<file path="src/decode_pkg.sv">
// shared widths, opcode and field-location enums, request and decoded field structs
package decode_pkg;

    // instruction bytes carried with each request
    localparam int insn_bytes = 3;

    typedef enum logic [4:0] {
        OP_NONE              = 5'd0,
        MOV_REG_TO_RM        = 5'd1,
        MOV_IMM_TO_REG_SHORT = 5'd2,
        MOV_RM_TO_SREG       = 5'd3,
        MOVSX                = 5'd4,
        ADD_IMM_TO_RM        = 5'd5,
        IMUL_RM_IMM_TO_REG   = 5'd6,
        NOT_RM               = 5'd7,
        INC_REG              = 5'd8,
        PUSH_REG_SHORT       = 5'd9,
        PUSH_SREG_2          = 5'd10,
        BT_RM_WITH_REG       = 5'd11,
        SETE                 = 5'd12,
        MOV_CR_FROM_REG      = 5'd13,
        PREFIX_OPERAND_SIZE  = 5'd14,
        PREFIX_BUS_LOCK      = 5'd15,
        PREFIX_SEG_CS        = 5'd16,
        PREFIX_SEG_FS        = 5'd17,
        LEA                  = 5'd18,
        NOP                  = 5'd19
    } op_e;

    // field positions are named byte_bit(s)
    typedef enum logic [1:0] {W_NONE, W_AT_0_0, W_AT_0_3, W_AT_1_0} w_loc_e;

    typedef enum logic [2:0] {
        GREG_NONE, GREG_AT_0_2_0, GREG_AT_1_5_3, GREG_AT_2_5_3, GREG_AT_2_2_0
    } greg_loc_e;

    typedef enum logic [1:0] {SREG_NONE, SREG3_AT_1_5_3, SREG2_AT_1_4_3} sreg_loc_e;

    typedef enum logic [1:0] {MODRM_NONE, MODRM_AT_1, MODRM_AT_2} modrm_loc_e;

    typedef struct packed {
        logic       s_at_0_1;
        w_loc_e     w_loc;
        greg_loc_e  greg_loc;
        sreg_loc_e  sreg_loc;
        modrm_loc_e modrm_loc;
    } field_loc_t;

    // byte 0 sits in the top byte
    typedef logic [0:insn_bytes-1][7:0] insn_t;

    typedef struct packed {
        op_e   opcode;
        insn_t insn;
    } decode_request_t;

    typedef struct packed {
        logic has_s;
        logic s;
        logic has_w;
        logic w;
    } width_sign_t;

    typedef struct packed {
        logic       has_greg;
        logic [2:0] greg;
        logic       has_sreg;
        logic [2:0] sreg;
    } reg_fields_t;

    typedef struct packed {
        logic       has_mod_rm;
        logic [1:0] mod;
        logic [2:0] rm;
    } modrm_fields_t;

    typedef struct packed {
        logic is_prefix;
        logic is_prefix_segment;
    } prefix_flags_t;

    typedef struct packed {
        width_sign_t   width_sign;
        reg_fields_t   reg_fields;
        modrm_fields_t modrm;
        prefix_flags_t prefix;
    } decoded_fields_t;

    typedef enum logic [1:0] {DC_IDLE, DC_DECODE, DC_ACK} dc_state_e;

endpackage

</file>
<file path="src/opcode_locator.sv">
// opcode to field-location table and prefix flag decode
`timescale 1ns/1ps

module opcode_locator (
    input  decode_pkg::op_e           opcode,
    output decode_pkg::field_loc_t    loc,
    output decode_pkg::prefix_flags_t prefix
);

    always_comb begin
        loc.s_at_0_1  = 1'b0;
        loc.w_loc     = decode_pkg::W_NONE;
        loc.greg_loc  = decode_pkg::GREG_NONE;
        loc.sreg_loc  = decode_pkg::SREG_NONE;
        loc.modrm_loc = decode_pkg::MODRM_NONE;

        case (opcode)
            decode_pkg::MOV_REG_TO_RM: begin
                loc.w_loc     = decode_pkg::W_AT_0_0;
                loc.greg_loc  = decode_pkg::GREG_AT_1_5_3;
                loc.modrm_loc = decode_pkg::MODRM_AT_1;
            end
            decode_pkg::MOV_IMM_TO_REG_SHORT: begin
                loc.w_loc    = decode_pkg::W_AT_0_3;
                loc.greg_loc = decode_pkg::GREG_AT_0_2_0;
            end
            decode_pkg::MOV_RM_TO_SREG: begin
                loc.sreg_loc  = decode_pkg::SREG3_AT_1_5_3;
                loc.modrm_loc = decode_pkg::MODRM_AT_1;
            end
            // 0f-escaped, so reg and modrm move one byte along
            decode_pkg::MOVSX: begin
                loc.w_loc     = decode_pkg::W_AT_1_0;
                loc.greg_loc  = decode_pkg::GREG_AT_2_5_3;
                loc.modrm_loc = decode_pkg::MODRM_AT_2;
            end
            decode_pkg::ADD_IMM_TO_RM: begin
                loc.s_at_0_1  = 1'b1;
                loc.w_loc     = decode_pkg::W_AT_0_0;
                loc.modrm_loc = decode_pkg::MODRM_AT_1;
            end
            decode_pkg::IMUL_RM_IMM_TO_REG: begin
                loc.s_at_0_1  = 1'b1;
                loc.modrm_loc = decode_pkg::MODRM_AT_1;
            end
            decode_pkg::NOT_RM: begin
                loc.w_loc     = decode_pkg::W_AT_0_0;
                loc.modrm_loc = decode_pkg::MODRM_AT_1;
            end
            decode_pkg::INC_REG,
            decode_pkg::PUSH_REG_SHORT: begin
                loc.greg_loc = decode_pkg::GREG_AT_0_2_0;
            end
            decode_pkg::PUSH_SREG_2: begin
                loc.sreg_loc = decode_pkg::SREG2_AT_1_4_3;
            end
            decode_pkg::BT_RM_WITH_REG: begin
                loc.greg_loc  = decode_pkg::GREG_AT_2_5_3;
                loc.modrm_loc = decode_pkg::MODRM_AT_2;
            end
            decode_pkg::SETE: begin
                loc.modrm_loc = decode_pkg::MODRM_AT_2;
            end
            // control register move keeps the gpr in the low bits
            decode_pkg::MOV_CR_FROM_REG: begin
                loc.greg_loc = decode_pkg::GREG_AT_2_2_0;
            end
            decode_pkg::LEA: begin
                loc.modrm_loc = decode_pkg::MODRM_AT_1;
            end
            default: begin
            end
        endcase
    end

    // segment overrides count as prefixes too
    assign prefix.is_prefix_segment = (opcode == decode_pkg::PREFIX_SEG_CS) ||
                                      (opcode == decode_pkg::PREFIX_SEG_FS);
    assign prefix.is_prefix = prefix.is_prefix_segment ||
                              (opcode == decode_pkg::PREFIX_OPERAND_SIZE) ||
                              (opcode == decode_pkg::PREFIX_BUS_LOCK);

endmodule

</file>
<file path="src/width_sign_extractor.sv">
// sign-extend and width bit selection
`timescale 1ns/1ps

module width_sign_extractor (
    input  decode_pkg::insn_t       insn,
    input  logic                    s_at_0_1,
    input  decode_pkg::w_loc_e      w_loc,
    output decode_pkg::width_sign_t width_sign
);

    assign width_sign.has_s = s_at_0_1;
    assign width_sign.s     = s_at_0_1 & insn[0][1];

    always_comb begin
        width_sign.has_w = 1'b1;
        case (w_loc)
            decode_pkg::W_AT_0_0: width_sign.w = insn[0][0];
            // short form mov imm keeps w above the register bits
            decode_pkg::W_AT_0_3: width_sign.w = insn[0][3];
            decode_pkg::W_AT_1_0: width_sign.w = insn[1][0];
            default: begin
                width_sign.has_w = 1'b0;
                width_sign.w     = 1'b0;
            end
        endcase
    end

endmodule

</file>
<file path="src/reg_field_extractor.sv">
// general register and segment register field selection
`timescale 1ns/1ps

module reg_field_extractor (
    input  decode_pkg::insn_t       insn,
    input  decode_pkg::greg_loc_e   greg_loc,
    input  decode_pkg::sreg_loc_e   sreg_loc,
    output decode_pkg::reg_fields_t reg_fields
);

    always_comb begin
        reg_fields.has_greg = 1'b1;
        case (greg_loc)
            decode_pkg::GREG_AT_0_2_0: reg_fields.greg = insn[0][2:0];
            decode_pkg::GREG_AT_1_5_3: reg_fields.greg = insn[1][5:3];
            decode_pkg::GREG_AT_2_5_3: reg_fields.greg = insn[2][5:3];
            decode_pkg::GREG_AT_2_2_0: reg_fields.greg = insn[2][2:0];
            default: begin
                reg_fields.has_greg = 1'b0;
                reg_fields.greg     = 3'b000;
            end
        endcase
    end

    always_comb begin
        reg_fields.has_sreg = 1'b1;
        case (sreg_loc)
            decode_pkg::SREG3_AT_1_5_3: reg_fields.sreg = insn[1][5:3];
            // 2-bit form only reaches es/cs/ss/ds
            decode_pkg::SREG2_AT_1_4_3: reg_fields.sreg = {1'b0, insn[1][4:3]};
            default: begin
                reg_fields.has_sreg = 1'b0;
                reg_fields.sreg     = 3'b000;
            end
        endcase
    end

endmodule

</file>
<file path="src/modrm_extractor.sv">
// mod and r/m selection from the located ModR/M byte
`timescale 1ns/1ps

module modrm_extractor (
    input  decode_pkg::insn_t         insn,
    input  decode_pkg::modrm_loc_e    modrm_loc,
    output decode_pkg::modrm_fields_t modrm
);

    logic [7:0] modrm_byte;

    always_comb begin
        modrm.has_mod_rm = 1'b1;
        case (modrm_loc)
            decode_pkg::MODRM_AT_1: modrm_byte = insn[1];
            decode_pkg::MODRM_AT_2: modrm_byte = insn[2];
            default: begin
                modrm.has_mod_rm = 1'b0;
                modrm_byte       = 8'h00;
            end
        endcase
    end

    // reg/opcode bits 5:3 are handled by the register extractor
    assign modrm.mod = modrm_byte[7:6];
    assign modrm.rm  = modrm_byte[2:0];

endmodule

</file>
<file path="src/decode_control.sv">
// four-phase req/ack FSM with request capture and result registers
`timescale 1ns/1ps

module decode_control (
    input  logic                        clk,
    input  logic                        rst_n,
    input  logic                        req,
    input  decode_pkg::decode_request_t request,
    output logic                        ack,
    output decode_pkg::decode_request_t captured,
    input  decode_pkg::prefix_flags_t   prefix,
    input  decode_pkg::width_sign_t     width_sign,
    input  decode_pkg::reg_fields_t     reg_fields,
    input  decode_pkg::modrm_fields_t   modrm,
    output decode_pkg::decoded_fields_t result
);

    decode_pkg::dc_state_e state;
    decode_pkg::dc_state_e state_next;

    always_comb begin
        state_next = state;
        case (state)
            decode_pkg::DC_IDLE: begin
                if (req) begin
                    state_next = decode_pkg::DC_DECODE;
                end
            end
            decode_pkg::DC_DECODE: state_next = decode_pkg::DC_ACK;
            // hold the result until the requester lets go
            decode_pkg::DC_ACK: begin
                if (!req) begin
                    state_next = decode_pkg::DC_IDLE;
                end
            end
            default: state_next = decode_pkg::DC_IDLE;
        endcase
    end

    always_ff @(posedge clk) begin
        if (!rst_n) begin
            state    <= decode_pkg::DC_IDLE;
            captured <= '0;
            result   <= '0;
        end else begin
            state <= state_next;
            if (state == decode_pkg::DC_IDLE && req) begin
                captured <= request;
            end
            // extractors settle on captured during the decode cycle
            if (state == decode_pkg::DC_DECODE) begin
                result.width_sign <= width_sign;
                result.reg_fields <= reg_fields;
                result.modrm      <= modrm;
                result.prefix     <= prefix;
            end
        end
    end

    assign ack = (state == decode_pkg::DC_ACK);

endmodule

</file>
<file path="src/decode_field_top.sv">
// decoder top level wiring control, locator and field extractors
`timescale 1ns/1ps

module decode_field_top (
    input  logic                        clk,
    input  logic                        rst_n,
    input  logic                        req,
    input  decode_pkg::decode_request_t request,
    output logic                        ack,
    output decode_pkg::decoded_fields_t result
);

    decode_pkg::decode_request_t captured;
    decode_pkg::field_loc_t      loc;
    decode_pkg::prefix_flags_t   prefix;
    decode_pkg::width_sign_t     width_sign;
    decode_pkg::reg_fields_t     reg_fields;
    decode_pkg::modrm_fields_t   modrm;

    decode_control u_control (
        .clk(clk), .rst_n(rst_n), .req(req), .request(request), .ack(ack),
        .captured(captured), .prefix(prefix), .width_sign(width_sign),
        .reg_fields(reg_fields), .modrm(modrm), .result(result)
    );

    opcode_locator u_locator (
        .opcode(captured.opcode), .loc(loc), .prefix(prefix)
    );

    width_sign_extractor u_width_sign (
        .insn(captured.insn), .s_at_0_1(loc.s_at_0_1), .w_loc(loc.w_loc),
        .width_sign(width_sign)
    );

    reg_field_extractor u_reg_fields (
        .insn(captured.insn), .greg_loc(loc.greg_loc), .sreg_loc(loc.sreg_loc),
        .reg_fields(reg_fields)
    );

    modrm_extractor u_modrm (
        .insn(captured.insn), .modrm_loc(loc.modrm_loc), .modrm(modrm)
    );

endmodule

</file>
<file path="config.mk">
export PLATFORM = sky130hd
export DESIGN_NAME = decode_field_top
export DESIGN_NICKNAME = d
export VERILOG_FILES = /design/src/decode_pkg.sv /design/src/opcode_locator.sv /design/src/width_sign_extractor.sv /design/src/reg_field_extractor.sv /design/src/modrm_extractor.sv /design/src/decode_control.sv /design/src/decode_field_top.sv
export SDC_FILE = /design/constraint.sdc
export NUM_CORES = 1
export LEC_CHECK = 0
export ABC_CLOCK_PERIOD_IN_PS = 2000
export BUFFER_PORTS_ARGS = -buffer_cell sky130_fd_sc_hd__buf_2
export CELL_PAD_IN_SITES_DETAIL_PLACEMENT = 0
export CELL_PAD_IN_SITES_GLOBAL_PLACEMENT = 1
export CORE_MARGIN = 2
export CORE_UTILIZATION = 40
export CTS_CLUSTER_SIZE = 16
export DETAILED_ROUTE_END_ITERATION = 8
export PLACE_DENSITY_LB_ADDON = 0.1
export SYNTH_ARGS = -nofsm -noshare
export SYNTH_HDL_FRONTEND = slang
export SYNTH_HIERARCHICAL = 1
export SYNTH_SLANG_ARGS = --single-unit
</file>
<file path="constraint.sdc">
create_clock -name clk -period 2 [get_ports clk]
set_input_delay 0.4 -clock clk [delete_from_list [all_inputs] [get_ports clk]]
set_output_delay 0.4 -clock clk [all_outputs]
set_load 0.01 [all_outputs]
</file>
==> flow_summary.json <==
{
  "finalClockSkew_ns": 0.003535,
  "hp-class": "in -> reg",
  "pwr-share-seq": 0.522,
  "drv_slew": 0,
  "p_switching_w": 0.0005326,
  "syn_inst": 293,
  "drc": 0,
  "final_area_um2": 2849,
  "routed_wl_mm": 5.288,
  "grt_pass1_vias": 1820,
  "gp_congestion": 0.7346,
  "post_synth.cell_area_avg_um2": 8.037,
  "num-nets-final": 376,
  "worstSkewPairLatency_ns": 0.30,
  "whs_ns": 0.3117,
  "cp_slowest_cell": "or3b_1",
  "drv_cap": 0,
  "diodes": 0,
  "critPathBufInv": 2,
  "path_cells": "buf_4 -> or3b_1 -> a21oi_1 -> o21ba_2 -> inv_1 -> o311ai_2 -> nand2_1 -> a21boi_0",
  "drive_above_1_share": 0.2639,
  "swShare": 0.2723,
  "drt-initial-drc-count": 63,
  "hold_path_depth": 3,
  "numCtsBuffers": 5,
  "multi_input_area_um2": 1284,
  "grt_usage": 0.1746,
  "cts_sinks": 47,
  "rows": 27,
  "dr.pass1.iters": 4,
  "critical_path_cell_count": 8,
  "outcome": "completed",
  "netlist_area_um2": 2355,
  "period_needed_ns": 1.905,
  "fillers": 596,
  "max_slew.worst_pin.slew_ns": 0.5316,
  "cts_buffer_depth": 2,
  "grt_max_degree": 73,
  "p_int_w": 0.001424,
  "htree_num_levels": 2,
  "critical_path_arrival_ns": 2.13,
  "p_comb_frac": 0.172,
  "slew_headroom": 0.6424,
  "finalCritPeriodShare": 0.9525,
  "place.detailed.hpwl_mm": 3.665,
  "rsz0062_at_grt": "true",
  "core_um2": 5608,
  "pwr-share-clk": 0.307,
  "cts_root_buf": "clkbuf_8",
  "synth_warnings": 6,
  "vias": 2057,
  "via_per_inst": 4.981,
  "grt_pass1_wl_mm": 8.804,
  "critPathTopFamily": "compound AO/OA/AOI/OAI gates",
  "synthToLayoutAreaGrowth_pct": 20.99,
  "grt-ovfl-total": 0,
  "start_util": 0.4199,
  "cts_tree": "yes",
  "critPathMaxStageDelay_ns": 0.34,
  "ir_drop_mv": 0.3862,
  "numPortBuffers": 48,
  "die_w_um": 80.73,
  "rr_worst_depth": 8,
  "wire_per_inst_um": 12.80,
  "start_kind": "flop",
  "p_leak_nw": 1.090,
  "required_ns": 2.23,
  "final_antenna_net_count": 0,
  "setup_viol": 0,
  "dieArea_um2": 6517,
  "seqCellArea_um2": 945.9,
  "antenna_found_initial": 0,
  "crit_type": "reg -> reg",
  "io_pins": 53,
  "cp-end-kind": "flop",
  "placed_cell_area_um2": 2693,
  "finalHoldViolCount": 0,
  "fmax_ghz": 0.5249,
  "p_per_area_nw_per_um2": 686.6,
  "path_max_fanout": 8,
  "clk_pin_slew_ns": 0.09,
  "syn_nets": 329,
  "die_h_um": 80.73
}
## repair_timing
item                                    4_1_cts  5_1_grt
hold endpoints to repair                      0        0
endpoints found under the setup margin        2       12
resized for setup                             2       15
hold buffers                                  0        0
buffers inserted                              0        0
## worst register-to-register path: cells and delay by family, from the launching register on
| kind | cells | cell delay (ns) |
|---|---|---|
| AOI/OAI and AO/OA | 4 | 0.85 |
| and+or+nand+nor | 2 | 0.42 |
| DFF | 1 | 0.32 |
| buffers and inverters | 2 | 0.24 |
## layout make-up
cell class,count,area share
Sequential cell,47,0.3320
Clock buffer,7,0.03030
Multi-Input combinational cell,211,0.4506
Inverter,9,0.01186
Tap cell,72,0.03162
Timing Repair Buffer,66,0.1405
Clock inverter,1,0.003074
## state kept, by name (all words and copies together) (netlist names)
name	cells
u_control/result	20
u_control/state	2
u_control/captured	25
## placed cells by master, fill, tap and decap left out, types with 3 or more instances in the layout
cell type and n:
a22oi_2 3, nor2_1 8, buf_2 48, inv_1 9
nor2b_1 3, xnor2_1 4, buf_4 16, a21oi_1 3
dfxtp_1 45, mux2i_1 5, nand2_1 69, clkbuf_8 6
a21boi_0 17, nand4bb_1 6, nand3_1 25, nand2b_1 3
o21ai_0 23, a21boi_1 4, or3b_1 3, o21ai_1 3
## metrics by stage
step	cells	util	setup TNS, ns	power [W]	setup slack (ns)
final	413	0.5080	0	0.001956	0.09492
after global routing	413	0.5080	-0.03308	0.002066	-0.01657
after CTS	413	0.4984	0	0.001965	0.008720
after detailed placement	405	0.4801	-0.02900	0.001365	-0.01462
after global placement	405	0.4801	0	0.001364	0.01997
after floorplan	293	-	0	0.001258	0.1920
## routing by layer
metal  routed length [um]  GRT usage  part of all wire
met2                 2268     0.2550              0.43
met1                 2697     0.2521              0.51
met5                    0          0                 0
met3                  258    0.04270             0.049
met4                   64    0.05593             0.012
## power groups by stage
stage | Clock, W | Combinational, W | Sequential, W
2_1_floorplan | 0 | 0.000231 | 0.00103
3_3_place_gp | 0 | 0.000325 | 0.00104
3_5_place_dp | 0 | 0.000324 | 0.00104
4_1_cts | 0.000620 | 0.000327 | 0.00102
5_1_grt | 0.000665 | 0.000373 | 0.00103
6_report | 0.000600 | 0.000336 | 0.00102
## final timing paths
kind	slack [ns]	endpoint	startpoint
worst max-delay path	0.09	u_control/result[14]	u_control/captured[27]
worst min-delay path	0.31	u_control/captured[11]	request[11]
worst max register to register	0.09	u_control/result[14]	u_control/captured[27]
worst min register to register	0.45	u_control/result[8]	u_control/result[8]
Note: power is estimated with default switching activity, not from simulation.
